## src/verilog/conv_pkg.sv

```systemverilog
package conv_pkg;

	////////////////////////////////////////////////////////////////////////////
	// Data widths

	// Pixels, weights and results share one width
	localparam int DATA_WIDTH = 8;

	// Partial sums must hold CHANNEL_NUM_IN products without overflow
	localparam int ACC_WIDTH = 20;

	////////////////////////////////////////////////////////////////////////////
	// Data types

	typedef logic signed [DATA_WIDTH-1:0] pixel_t;
	typedef logic signed [DATA_WIDTH-1:0] weight_t;
	typedef logic signed [ACC_WIDTH-1:0]  acc_t;

	// Loop buffer FSM
	typedef enum logic [1:0] {
		ST_FILL,
		ST_REPLAY,
		ST_GAP,
		ST_DONE
	} buf_state_t;

endpackage

```

## src/verilog/conv_pointwise_top.sv

```systemverilog
`timescale 1ns/1ns

module conv_pointwise_top import conv_pkg::*; #(
	parameter int IMAGE_WIDTH     = 4,
	parameter int CHANNEL_NUM_IN  = 4,
	parameter int CHANNEL_NUM_OUT = 4,
	parameter int GAP_CYCLES      = IMAGE_WIDTH + 1,
	parameter int OUT_SHIFT       = 4
) (
	input  logic    clk,
	input  logic    reset,
	input  logic    pxl_valid,
	input  pixel_t  pxl_in,
	input  logic    wgt_valid,
	input  weight_t wgt_in,
	output logic    result_valid,
	output pixel_t  result,
	output logic    done
);

	logic    rd_strobe;
	pixel_t  buf_pxl;
	logic    buf_pxl_valid;
	weight_t ws_wgt;
	logic    ws_wgt_valid;

	////////////////////////////////////////////////////////////////////////////
	// Frame replay and matching weights

	loop_data_buffer #(
		.IMAGE_WIDTH    (IMAGE_WIDTH),
		.CHANNEL_NUM_IN (CHANNEL_NUM_IN),
		.CHANNEL_NUM_OUT(CHANNEL_NUM_OUT),
		.GAP_CYCLES     (GAP_CYCLES)
	) i_buffer (
		.clk          (clk),
		.reset        (reset),
		.pxl_valid    (pxl_valid),
		.pxl_in       (pxl_in),
		.rd_strobe    (rd_strobe),
		.pxl_out      (buf_pxl),
		.pxl_out_valid(buf_pxl_valid),
		.done         (done)
	);

	weight_store #(
		.IMAGE_WIDTH    (IMAGE_WIDTH),
		.CHANNEL_NUM_IN (CHANNEL_NUM_IN),
		.CHANNEL_NUM_OUT(CHANNEL_NUM_OUT)
	) i_weights (
		.clk          (clk),
		.reset        (reset),
		.wgt_valid    (wgt_valid),
		.wgt_in       (wgt_in),
		.rd_strobe    (rd_strobe),
		.wgt_out      (ws_wgt),
		.wgt_out_valid(ws_wgt_valid)
	);

	// Both streams arrive 2 cycles after rd_strobe
	pointwise_accumulator #(
		.IMAGE_WIDTH   (IMAGE_WIDTH),
		.CHANNEL_NUM_IN(CHANNEL_NUM_IN),
		.OUT_SHIFT     (OUT_SHIFT)
	) i_accum (
		.clk         (clk),
		.reset       (reset),
		.pxl_valid   (buf_pxl_valid),
		.pxl         (buf_pxl),
		.wgt_valid   (ws_wgt_valid),
		.wgt         (ws_wgt),
		.result_valid(result_valid),
		.result      (result)
	);

endmodule

```

## src/verilog/loop_data_buffer.sv

```systemverilog
`timescale 1ns/1ns

module loop_data_buffer import conv_pkg::*; #(
	parameter int IMAGE_WIDTH     = 4,
	parameter int CHANNEL_NUM_IN  = 4,
	parameter int CHANNEL_NUM_OUT = 4,
	parameter int GAP_CYCLES      = IMAGE_WIDTH + 1
) (
	input  logic   clk,
	input  logic   reset,
	input  logic   pxl_valid,
	input  pixel_t pxl_in,
	output logic   rd_strobe,
	output pixel_t pxl_out,
	output logic   pxl_out_valid,
	output logic   done
);

	localparam int FRAME_SIZE = CHANNEL_NUM_IN * IMAGE_WIDTH * IMAGE_WIDTH;
	localparam int ADDR_W     = (FRAME_SIZE > 1) ? $clog2(FRAME_SIZE) : 1;
	localparam int PASS_W     = (CHANNEL_NUM_OUT > 1) ? $clog2(CHANNEL_NUM_OUT) : 1;
	localparam int GAP_W      = $clog2(GAP_CYCLES + 1);

	localparam logic [ADDR_W-1:0] LAST_ADDR = ADDR_W'(FRAME_SIZE - 1);
	localparam logic [PASS_W-1:0] LAST_PASS = PASS_W'(CHANNEL_NUM_OUT - 1);
	localparam logic [GAP_W-1:0]  LAST_GAP  = GAP_W'(GAP_CYCLES - 1);

	buf_state_t        state;
	logic [ADDR_W-1:0] addr;
	logic [PASS_W-1:0] pass_cnt;
	logic [GAP_W-1:0]  gap_cnt;
	logic              wr_en;

	// Frame memory, channel-major
	pixel_t mem [FRAME_SIZE];
	pixel_t rd_data;
	logic   rd_valid;

	// A strobe in ST_DONE is the first pixel of the next frame
	assign wr_en = pxl_valid && (state == ST_FILL || state == ST_DONE);

	////////////////////////////////////////////////////////////////////////////
	// Control FSM

	always_ff @(posedge clk) begin
		if (reset) begin
			state     <= ST_FILL;
			addr      <= '0;
			pass_cnt  <= '0;
			gap_cnt   <= '0;
			rd_strobe <= 1'b0;
			done      <= 1'b0;
		end else begin
			done <= 1'b0;
			case (state)
				ST_FILL, ST_DONE: begin
					if (pxl_valid) begin
						if (addr == LAST_ADDR) begin
							addr      <= '0;
							state     <= ST_REPLAY;
							rd_strobe <= 1'b1;
						end else begin
							addr  <= addr + 1'b1;
							state <= ST_FILL;
						end
					end
				end
				ST_REPLAY: begin
					// Same counter now walks the read address
					if (addr == LAST_ADDR) begin
						addr      <= '0;
						gap_cnt   <= '0;
						state     <= ST_GAP;
						rd_strobe <= 1'b0;
					end else begin
						addr <= addr + 1'b1;
					end
				end
				ST_GAP: begin
					if (gap_cnt == LAST_GAP) begin
						gap_cnt <= '0;
						if (pass_cnt == LAST_PASS) begin
							pass_cnt <= '0;
							state    <= ST_DONE;
							done     <= 1'b1;
						end else begin
							pass_cnt  <= pass_cnt + 1'b1;
							state     <= ST_REPLAY;
							rd_strobe <= 1'b1;
						end
					end else begin
						gap_cnt <= gap_cnt + 1'b1;
					end
				end
				default: state <= ST_FILL;
			endcase
		end
	end

	////////////////////////////////////////////////////////////////////////////
	// Memory and read pipeline

	always_ff @(posedge clk) begin
		if (wr_en) begin
			mem[addr] <= pxl_in;
		end
		if (rd_strobe) begin
			rd_data <= mem[addr];
		end
		// Output stage
		if (rd_valid) begin
			pxl_out <= rd_data;
		end
	end

	// Strobe delayed to line up with the data
	always_ff @(posedge clk) begin
		if (reset) begin
			rd_valid      <= 1'b0;
			pxl_out_valid <= 1'b0;
		end else begin
			rd_valid      <= rd_strobe;
			pxl_out_valid <= rd_valid;
		end
	end

	a_no_read_in_fill: assert property (@(posedge clk) disable iff (reset)
		state == ST_FILL |-> !rd_strobe);

endmodule

```

## src/verilog/pointwise_accumulator.sv

```systemverilog
`timescale 1ns/1ns

module pointwise_accumulator import conv_pkg::*; #(
	parameter int IMAGE_WIDTH    = 4,
	parameter int CHANNEL_NUM_IN = 4,
	parameter int OUT_SHIFT      = 4
) (
	input  logic    clk,
	input  logic    reset,
	input  logic    pxl_valid,
	input  pixel_t  pxl,
	input  logic    wgt_valid,
	input  weight_t wgt,
	output logic    result_valid,
	output pixel_t  result
);

	localparam int IMAGE_SIZE = IMAGE_WIDTH * IMAGE_WIDTH;
	localparam int POS_W      = (IMAGE_SIZE > 1) ? $clog2(IMAGE_SIZE) : 1;
	localparam int CH_W       = (CHANNEL_NUM_IN > 1) ? $clog2(CHANNEL_NUM_IN) : 1;

	localparam logic [POS_W-1:0] LAST_POS = POS_W'(IMAGE_SIZE - 1);
	localparam logic [CH_W-1:0]  LAST_CH  = CH_W'(CHANNEL_NUM_IN - 1);

	// Largest positive result
	localparam acc_t RES_MAX = acc_t'((1 << (DATA_WIDTH - 1)) - 1);

	// One partial sum per pixel position
	acc_t psum [IMAGE_SIZE];

	logic [POS_W-1:0]               pos;
	logic [CH_W-1:0]                ch;
	logic                           pair_valid;
	logic                           last_ch;
	logic signed [2*DATA_WIDTH-1:0] prod_full;
	acc_t                           prod;
	acc_t                           sum;
	acc_t                           relu;
	acc_t                           shifted;

	////////////////////////////////////////////////////////////////////////////
	// Datapath

	assign pair_valid = pxl_valid && wgt_valid;
	assign last_ch    = (ch == LAST_CH);

	assign prod_full = pxl * wgt;
	assign prod      = acc_t'(prod_full);

	// Channel 0 starts a fresh sum
	assign sum     = (ch == '0) ? prod : psum[pos] + prod;
	assign relu    = (sum < 0) ? '0 : sum;
	assign shifted = relu >>> OUT_SHIFT;

	always_ff @(posedge clk) begin
		if (pair_valid) begin
			psum[pos] <= sum;
		end
		if (pair_valid && last_ch) begin
			result <= (shifted > RES_MAX) ? pixel_t'(RES_MAX) : pixel_t'(shifted);
		end
	end

	// Pixel position runs fastest, input channel above it
	always_ff @(posedge clk) begin
		if (reset) begin
			pos          <= '0;
			ch           <= '0;
			result_valid <= 1'b0;
		end else begin
			result_valid <= pair_valid && last_ch;
			if (pair_valid) begin
				if (pos == LAST_POS) begin
					pos <= '0;
					ch  <= last_ch ? '0 : ch + 1'b1;
				end else begin
					pos <= pos + 1'b1;
				end
			end
		end
	end

	a_streams_aligned: assert property (@(posedge clk) disable iff (reset)
		pxl_valid == wgt_valid);

endmodule

```

## src/verilog/weight_store.sv

```systemverilog
`timescale 1ns/1ns

module weight_store import conv_pkg::*; #(
	parameter int IMAGE_WIDTH     = 4,
	parameter int CHANNEL_NUM_IN  = 4,
	parameter int CHANNEL_NUM_OUT = 4
) (
	input  logic    clk,
	input  logic    reset,
	input  logic    wgt_valid,
	input  weight_t wgt_in,
	input  logic    rd_strobe,
	output weight_t wgt_out,
	output logic    wgt_out_valid
);

	localparam int IMAGE_SIZE = IMAGE_WIDTH * IMAGE_WIDTH;
	localparam int NUM_WGT    = CHANNEL_NUM_OUT * CHANNEL_NUM_IN;
	localparam int IDX_W      = (NUM_WGT > 1) ? $clog2(NUM_WGT) : 1;
	localparam int PIX_W      = (IMAGE_SIZE > 1) ? $clog2(IMAGE_SIZE) : 1;
	localparam int IC_W       = (CHANNEL_NUM_IN > 1) ? $clog2(CHANNEL_NUM_IN) : 1;
	localparam int OC_W       = (CHANNEL_NUM_OUT > 1) ? $clog2(CHANNEL_NUM_OUT) : 1;

	localparam logic [IDX_W-1:0] LAST_IDX = IDX_W'(NUM_WGT - 1);
	localparam logic [PIX_W-1:0] LAST_PIX = PIX_W'(IMAGE_SIZE - 1);
	localparam logic [IC_W-1:0]  LAST_IC  = IC_W'(CHANNEL_NUM_IN - 1);
	localparam logic [OC_W-1:0]  LAST_OC  = OC_W'(CHANNEL_NUM_OUT - 1);

	// Output channel major, then input channel
	weight_t wmem [NUM_WGT];

	logic [IDX_W-1:0] ld_idx;
	logic [IDX_W-1:0] rd_idx;
	logic [PIX_W-1:0] pix_cnt;
	logic [IC_W-1:0]  ic_cnt;
	logic [OC_W-1:0]  oc_cnt;
	weight_t          rd_data;
	logic             rd_valid;

	assign rd_idx = IDX_W'(oc_cnt * CHANNEL_NUM_IN + ic_cnt);

	// Load counter wraps so the next frame can reload
	always_ff @(posedge clk) begin
		if (reset) begin
			ld_idx <= '0;
		end else if (wgt_valid) begin
			ld_idx <= (ld_idx == LAST_IDX) ? '0 : ld_idx + 1'b1;
		end
	end

	////////////////////////////////////////////////////////////////////////////
	// Read position follows the buffer replay

	always_ff @(posedge clk) begin
		if (reset) begin
			pix_cnt <= '0;
			ic_cnt  <= '0;
			oc_cnt  <= '0;
		end else if (rd_strobe) begin
			// Weight held for a whole input plane
			if (pix_cnt == LAST_PIX) begin
				pix_cnt <= '0;
				if (ic_cnt == LAST_IC) begin
					ic_cnt <= '0;
					oc_cnt <= (oc_cnt == LAST_OC) ? '0 : oc_cnt + 1'b1;
				end else begin
					ic_cnt <= ic_cnt + 1'b1;
				end
			end else begin
				pix_cnt <= pix_cnt + 1'b1;
			end
		end
	end

	always_ff @(posedge clk) begin
		if (wgt_valid) begin
			wmem[ld_idx] <= wgt_in;
		end
		if (rd_strobe) begin
			rd_data <= wmem[rd_idx];
		end
		if (rd_valid) begin
			wgt_out <= rd_data;
		end
	end

	// Same two-stage delay as the pixel path
	always_ff @(posedge clk) begin
		if (reset) begin
			rd_valid      <= 1'b0;
			wgt_out_valid <= 1'b0;
		end else begin
			rd_valid      <= rd_strobe;
			wgt_out_valid <= rd_valid;
		end
	end

	a_no_load_during_read: assert property (@(posedge clk) disable iff (reset)
		!(wgt_valid && rd_strobe));

endmodule
```

## config.mk

```make
export PLATFORM = sky130hd
export DESIGN_NAME = conv_pointwise_top
export DESIGN_NICKNAME = d
export VERILOG_FILES = /design/src/verilog/conv_pkg.sv /design/src/verilog/conv_pointwise_top.sv /design/src/verilog/loop_data_buffer.sv /design/src/verilog/pointwise_accumulator.sv /design/src/verilog/weight_store.sv
export SDC_FILE = /design/constraint.sdc
export NUM_CORES = 1
export LEC_CHECK = 0
export BUFFER_PORTS_ARGS = -buffer_cell sky130_fd_sc_hd__buf_4
export CORE_UTILIZATION = 55
export DETAILED_ROUTE_END_ITERATION = 8
export GPL_ROUTABILITY_DRIVEN = 0
export PLACE_DENSITY = 0.75
export SETUP_SLACK_MARGIN = 0.15
export SYNTH_ARGS = -nofsm -noshare
export SYNTH_HDL_FRONTEND = slang
export SYNTH_HIERARCHICAL = 1
export SYNTH_SLANG_ARGS = --single-unit
```

## constraint.sdc

```tcl
create_clock -name clk -period 13.6 [get_ports clk]
set_clock_uncertainty 0.1 [all_clocks]
set_input_delay 2.04 -clock clk [delete_from_list [all_inputs] [get_ports clk]]
set_output_delay 2.04 -clock clk [all_outputs]
set_load 0.01 [all_outputs]
```

; Word-level counts from Yosys, hierarchy flattened
; Memory sizes are Yosys's and may differ from the RTL's. A register that Yosys moved wholly into a read port is not among the register bits.
; Cells that the tools add are included.
[classes]
div_mod_pow = 0
mul = 1
n_reduce_logical = 17
n_lt_le_gt_ge = 2
mux = 36
addsub = 11
bitwise_logic = 2
n_eq_ne = 17
shift = 0
[ops]
columns = cell, n
row1 = 2-to-1 mux 20 bit, 2
row2 = adder 20 x 16 -> 20 bit, 1
row3 = < comparator 20 x 1 -> 1 bit (second input constant), 1
row4 = 2-to-1 mux 4 bit, 5
row5 = > comparator 16 x 8 -> 1 bit (second input constant), 1
row6 = multiplier 8 x 8 -> 16 bit, 1
row7 = 2-to-1 mux 2 bit, 8
row8 = 2-to-1 mux 1 bit, 13
row9 = adder 4 x 1 -> 4 bit (second input constant), 3
row10 = == test 2 bit (second input constant), 6
row11 = == test 4 bit (second input constant), 3
row12 = 2-to-1 mux 6 bit, 2
row13 = case mux 6 bit (2 select lines), 1
row14 = AND reduction 2 bit, 5
row15 = adder 2 x 1 -> 2 bit (second input constant), 4
row16 = adder 6 x 1 -> 6 bit (second input constant), 1
row17 = == test 6 bit (second input constant), 1
row18 = 2-to-1 mux 3 bit, 2
row19 = inequality test 2 x 1 -> 1 bit (second input constant), 3
row20 = case mux 2 bit (3 select lines), 1
row21 = case mux 3 bit (2 select lines), 1
row22 = AND reduction 3 bit, 2
row23 = AND reduction 5 bit, 1
row24 = adder 4 x 2 -> 4 bit, 1
row25 = 12 further kinds, 17
[word_totals]
mem_count = 3
regBits = 60
word_cells = 107
rom_bits = 0
latchBits = 0
mem_bits_rw = 960
inputBits = 20
out_inout_bits = 10
[memory_table]
columns = name, words, word_bits, rd, rd_ports_with_merged_regs, write_ports, line
row1 = i_buffer.mem, 64, 8, 1, 1, 1, loop_data_buffer.sv:35  ; pixel_t mem [FRAME_SIZE];
row2 = i_accum.psum, 16, 20, 1, 1, 1, pointwise_accumulator.sv:29  ; acc_t psum [IMAGE_SIZE];
row3 = i_weights.wmem, 16, 8, 1, 1, 1, weight_store.sv:30  ; weight_t wmem [NUM_WGT];

; Depth between registers and ports, before layout
[logic_depth]
ltp_word = 6
ltp_mapped = 27
ltp_nobuf = 27

; Hierarchy
; Netlist, hierarchy kept.
[modules_own_cells]
columns = mod, seq_area_each_um2, area_per_inst_um2, n_inst, cells_each
row1 = loop_data_buffer, 16195.5, 21162.8, 1, 1264
row2 = pointwise_accumulator, 10069.7, 16580.9, 1, 985
row3 = weight_store, 4604.4, 6113.4, 1, 303

; Worst setup path after synthesis
; No wires, ideal clock.
[synth_path]
path_kind = reg2reg
startpoint = reg i_weights.wgt_out[2]
endpoint = reg i_accum.result[0], data pin
n_path_buf = 0
path_stages_with_launch = 24
synth_period_minus_slack_ns = 6.784
required_ns = 13.208
arrival_time_ns = 6.392
setup_ns = 0.292
slack_ns = 6.816
path_cell_list = edfxtp_1 > and2_1 > fa_1 > inv_1 > fa_1 > inv_1 > fa_1 > inv_1 > fa_1 > inv_1 > ha_1 > a2111o_1 > a211oi_1 > o31ai_1 > xor2_1 > ha_1 > and3_1 > a221o_1 > a21oi_1 > o211ai_1 > o211ai_1 > o21ai_0 > nor4_1 > a41oi_1
[synth_between]
elab_chain_cells = 6
[synth_rtl]
columns = element, line
row1 = from (decl), weight_store.sv:13  ; output weight_t wgt_out,
row2 = from (signal assigned), weight_store.sv:83  ; wgt_out <= rd_data;
row3 = multiplier 8 x 8 -> 16 bit *, pointwise_accumulator.sv:47  ; assign prod_full = pxl * wgt;
row4 = adder 20 x 16 -> 20 bit, pointwise_accumulator.sv:51  ; assign sum = (ch == '0) ? prod : psum[pos] + prod;
row5 = 2-to-1 mux 20 bit *, pointwise_accumulator.sv:51
row6 = via i_accum.sum[16], pointwise_accumulator.sv:37  ; acc_t sum;
row7 = < comparator 20 x 1 -> 1 bit, pointwise_accumulator.sv:52  ; assign relu = (sum < 0) ? '0 : sum;
row8 = 2-to-1 mux 20 bit *, pointwise_accumulator.sv:52
row9 = > comparator 16 x 8 -> 1 bit, pointwise_accumulator.sv:60  ; result <= (shifted > RES_MAX) ? pixel_t'(RES_MAX) : pixel_t'(shifted);
row10 = to (signal assigned), pointwise_accumulator.sv:60
row11 = to (decl), pointwise_accumulator.sv:15  ; output pixel_t result
; Mark *: on every way through the listed nets, which the timed path passes. The rest lies on a longest branch.
; A chain may end at the register's enable or synchronous reset.

; Final worst setup path
[layout_path]
startpoint = reg i_buffer.pxl_out[7]
endpoint = mem i_accum/psum[12][17] in the netlist's numbering, data pin
[layout_between]
elab_chain_cells = 3
[layout_rtl]
columns = element, line
row1 = from (decl), loop_data_buffer.sv:14  ; output pixel_t pxl_out,
row2 = from (signal assigned), loop_data_buffer.sv:112  ; pxl_out <= rd_data;
row3 = multiplier 8 x 8 -> 16 bit *, pointwise_accumulator.sv:47
row4 = adder 20 x 16 -> 20 bit, pointwise_accumulator.sv:51
row5 = 2-to-1 mux 20 bit *, pointwise_accumulator.sv:51
row6 = via i_accum.sum[17], pointwise_accumulator.sv:37
row7 = to (decl), pointwise_accumulator.sv:29
; Marked as above.

==> reports/results.md <==
| Metric | Value |
|---|---|
| Pwr dens | 159.8 nW/um2 |
| Slowest Stage Delay on Critical Path | 0.91 ns |
| Result of the run | completed |
| Count of flip-flops with a built-in enable after synthesis | 1000 |
| Hold buffer count at cts | 0 |
| Violation count after the first detailed-route iteration | 3055 |
| Buf/Inv on CP | 4 |
| Post-CTS resize count | 0 |
| FFs w/ async S/R, synth | 0 |
| YS warnings | 6 |
| Number of routed nets with antenna violations | 0 |
| DRC violations left | 0 |
| Critical path's slowest cell | sky130_fd_sc_hd__xnor2_1 |
| Max Fclk | 0.1315 GHz |
| Standard-cell row count | 103 |
| Die Area | 80870 um2 |
| Vias in the first global route | 24190 |
| Worst-Skew Late Latency | 0.67 ns |
| Longest Clk Path Bufs | 3 |
| Effective utilization at floorplan | 0.5552 |
| RSZ-0062 raised after global routing | no |
| Share of post-route cells with drive strength above 1 | 0.1482 |
| Worst Hold Class | reg -> reg |
| Post-DP Area | 45000 um2 |
| Sum Neg Setup Slack | 0 ns |
| Finished Core Util | 0.6099 |
| # setup viols final | 0 |
| Routed via count | 24189 |
| CTS tree | done |
| FILL cells | 5418 |
| Maximum vdd drop | 130.3 uV |
| Commonest register cell after synthesis | sky130_fd_sc_hd__edfxtp_1 |
| Maximum fanout along the worst path | 16 |
| Register area | 30890 um2 |
| Yosys cell types | 83 |
| Number of setup buffers added after CTS | 0 |
| Number of clock sinks | 1042 |
| Commonest cells after routing, fill and taps aside | sky130_fd_sc_hd__edfxtp_1 (1000), sky130_fd_sc_hd__mux4_2 (140), sky130_fd_sc_hd__nor2_1 (136) |
| Cell area after layout | 48180 um2 |
| Most common cell after layout, fill and taps aside | sky130_fd_sc_hd__edfxtp_1 |
| Cell total after placement | 3532 |
| Synthesized Nets | 2694 |
| Initial antenna violation count | 1 |
| CTS root buffer | sky130_fd_sc_hd__clkbuf_16 |
| Count of non-filler cells in the finished layout | 3715 |
| Setup crit end kind | flip-flop |
| Overflow left after global routing | 0 |
| Total clock buffers created by CTS | 99 |
| PortBufs | 29 |
| Crit path time final | 7.603 ns |
| Number of H-tree levels | 3 |
| Cell chain of the critical path | and2_1, ha_1, inv_1, fa_1, inv_1, fa_1, inv_1, fa_1, inv_1, ha_1, a2111o_1, a211oi_1, nor2_1, xor2_1, ha_1, a211o_1, a211o_1, a211oi_1, nor4b_1, a21boi_1, a311o_1, mux2i_2, xnor2_1 |
| Post-synth design cell area | 43860 um2 |
| Worst-path clk slew | 0.07 ns |
| Area of combinational cells with multiple inputs | 11920 um2 |
| I/O pin count | 30 |
| Final period utilization | 0.5591 |
| CORE AREA | 79000 um2 |
| Average routed wire per standard cell | 26.95 um |
| Final hold violation count | 0 |
| Total wire length | 100.1 mm |
| Data required time at the worst endpoint | 13.80 ns |
| Largest net degree at the start of global routing | 65 |
| Max_slew headroom | 0.1460 |
| Slew at the pin with the worst max-slew slack | 1.278 ns |
| GRT Resource Usage Total | 0.2480 |
| Count of maximum capacitance violations | 0 |
| Horizontal extent of the die | 284.4 um |
| Arrival time at the worst endpoint | 7.81 ns |
| Number of antenna diodes | 0 |
| Die H | 284.4 um |
| Nets | 2725 |
| Total iterations of the first detailed-routing run | 6 |
| HPWL Detailed | 59.54 mm |
| Leakage | 15.58 nW |
| Critical setup path kind | reg -> reg |
| Via count normalized by instance count | 6.511 |
| Most prevalent standard cell on the critical path | sky130_fd_sc_hd__inv_1 |
| Mean area per synthesized cell | 17.19 um2 |
| Number of pins with negative max-slew slack in the final report | 0 |
| Worst setup SP type | flip-flop |
| Area growth syn-to-layout | 9.865% |
| Wire length of the first global-routing pass | 150.0 mm |
| Syn Inst Count | 2552 |
| Register bit count reported by yosys | 1042 |
| Dominant delay contributor by cell family on the critical path | adder cells |
| Sequential cell area fraction in the yosys report | 0.7039 |
[synthesized netlist by cell type, types with 16 or more instances]
library cell | n | area, um2
sky130_fd_sc_hd__edfxtp_1 | 1000 | 30030
sky130_fd_sc_hd__mux4_2 | 140 | 3153
sky130_fd_sc_hd__nor2_1 | 138 | 518.0
sky130_fd_sc_hd__inv_1 | 111 | 416.7
sky130_fd_sc_hd__a22oi_1 | 95 | 713.2
sky130_fd_sc_hd__nand2_1 | 78 | 292.8
sky130_fd_sc_hd__a21oi_1 | 75 | 375.4
sky130_fd_sc_hd__and2_1 | 75 | 469.2
sky130_fd_sc_hd__mux2i_1 | 73 | 730.7
sky130_fd_sc_hd__ha_1 | 66 | 825.8
sky130_fd_sc_hd__o21ai_0 | 58 | 290.3
sky130_fd_sc_hd__fa_1 | 56 | 1121
sky130_fd_sc_hd__clkbuf_1 | 54 | 202.7
sky130_fd_sc_hd__a221oi_1 | 52 | 455.4
sky130_fd_sc_hd__buf_2 | 42 | 210.2
sky130_fd_sc_hd__dfxtp_1 | 42 | 840.8
sky130_fd_sc_hd__o22ai_1 | 30 | 187.7
sky130_fd_sc_hd__nand3_1 | 28 | 140.1
sky130_fd_sc_hd__nor2b_1 | 28 | 175.2
sky130_fd_sc_hd__xnor2_1 | 23 | 201.4
sky130_fd_sc_hd__a211oi_1 | 21 | 157.7
sky130_fd_sc_hd__nor3_1 | 19 | 95.09
sky130_fd_sc_hd__mux2_2 | 16 | 180.2
sky130_fd_sc_hd__xor2_1 | 16 | 140.1
[power breakdown]
group,switching (mW),leakage (nW),internal (mW),total [mW]
sequential,0.0169,9.34,3.80,3.81
clock,1.18,1.53,1.48,2.66
combinational,0.840,4.70,0.391,1.23
[per-stage QoR]
stage               hold WS (ns)  power [mW]  worst slack [ns]
finish                    0.3181       7.700             5.997
global route              0.3284       7.936             5.577
CTS                       0.3131       7.693             6.085
detailed placement        0.3054       5.069             6.099
global placement          0.3049       4.995             6.438
floorplan                 0.3003       4.684             6.816
[flip-flops by register name, summed over array words and instances (netlist names), 4 cells and up, named ones only]
register and count:
i_accum/result 8, i_weights/rd_data 8, i_buffer/rd_data 8, i_accum/psum 320
i_weights/pix_cnt 4, i_buffer/pxl_out 8, i_weights/ld_idx 4, i_weights/wmem 128
i_weights/wgt_out 8, i_buffer/mem 512, i_accum/pos 4, i_buffer/addr 6
[kinds of logic (layout without fill, tap and decap cells)]
kind of cell    after synthesis  in the layout  synth area share
flops                      1042           1042            0.7039
mux                         243            243            0.1005
compound gates              434            434           0.06961
simple gates                426            426           0.04799
fa+ha+maj                   124            124           0.04485
other cells                   1              1        0.00008551
buf+inv                     243            356           0.02531
xor+xnor                     39             39          0.007788
[final cells by class]
type | instances | area share
Clock buffer | 124 | 0.05445
Clock inverter | 59 | 0.01158
Inverter | 113 | 0.008855
Multi-Input combinational cell | 1267 | 0.2475
Sequential cell | 1042 | 0.6410
Tap cell | 1050 | 0.02727
Timing Repair Buffer | 60 | 0.009348
[path summary, 6_finish.rpt]
path / slack (ns) / depth (start not counted) / to / startpoint
setup / recovery: 6.00 / 23 / i_accum/psum[12][17] / i_buffer/pxl_out[7]
hold reg to reg: 0.32 / 0 / i_buffer/pxl_out[1] / i_buffer/rd_data[1]
setup reg to reg: 6.00 / 23 / i_accum/psum[12][17] / i_buffer/pxl_out[7]
hold / removal: 0.32 / 0 / i_buffer/pxl_out[1] / i_buffer/rd_data[1]
[metal layers]
layer  share of wire  track usage
met4           0.037      0.09583
met5               0            0
met2            0.48       0.3936
met1            0.39       0.3457
met3           0.097      0.04326
Power figures use the tool's default switching activity.
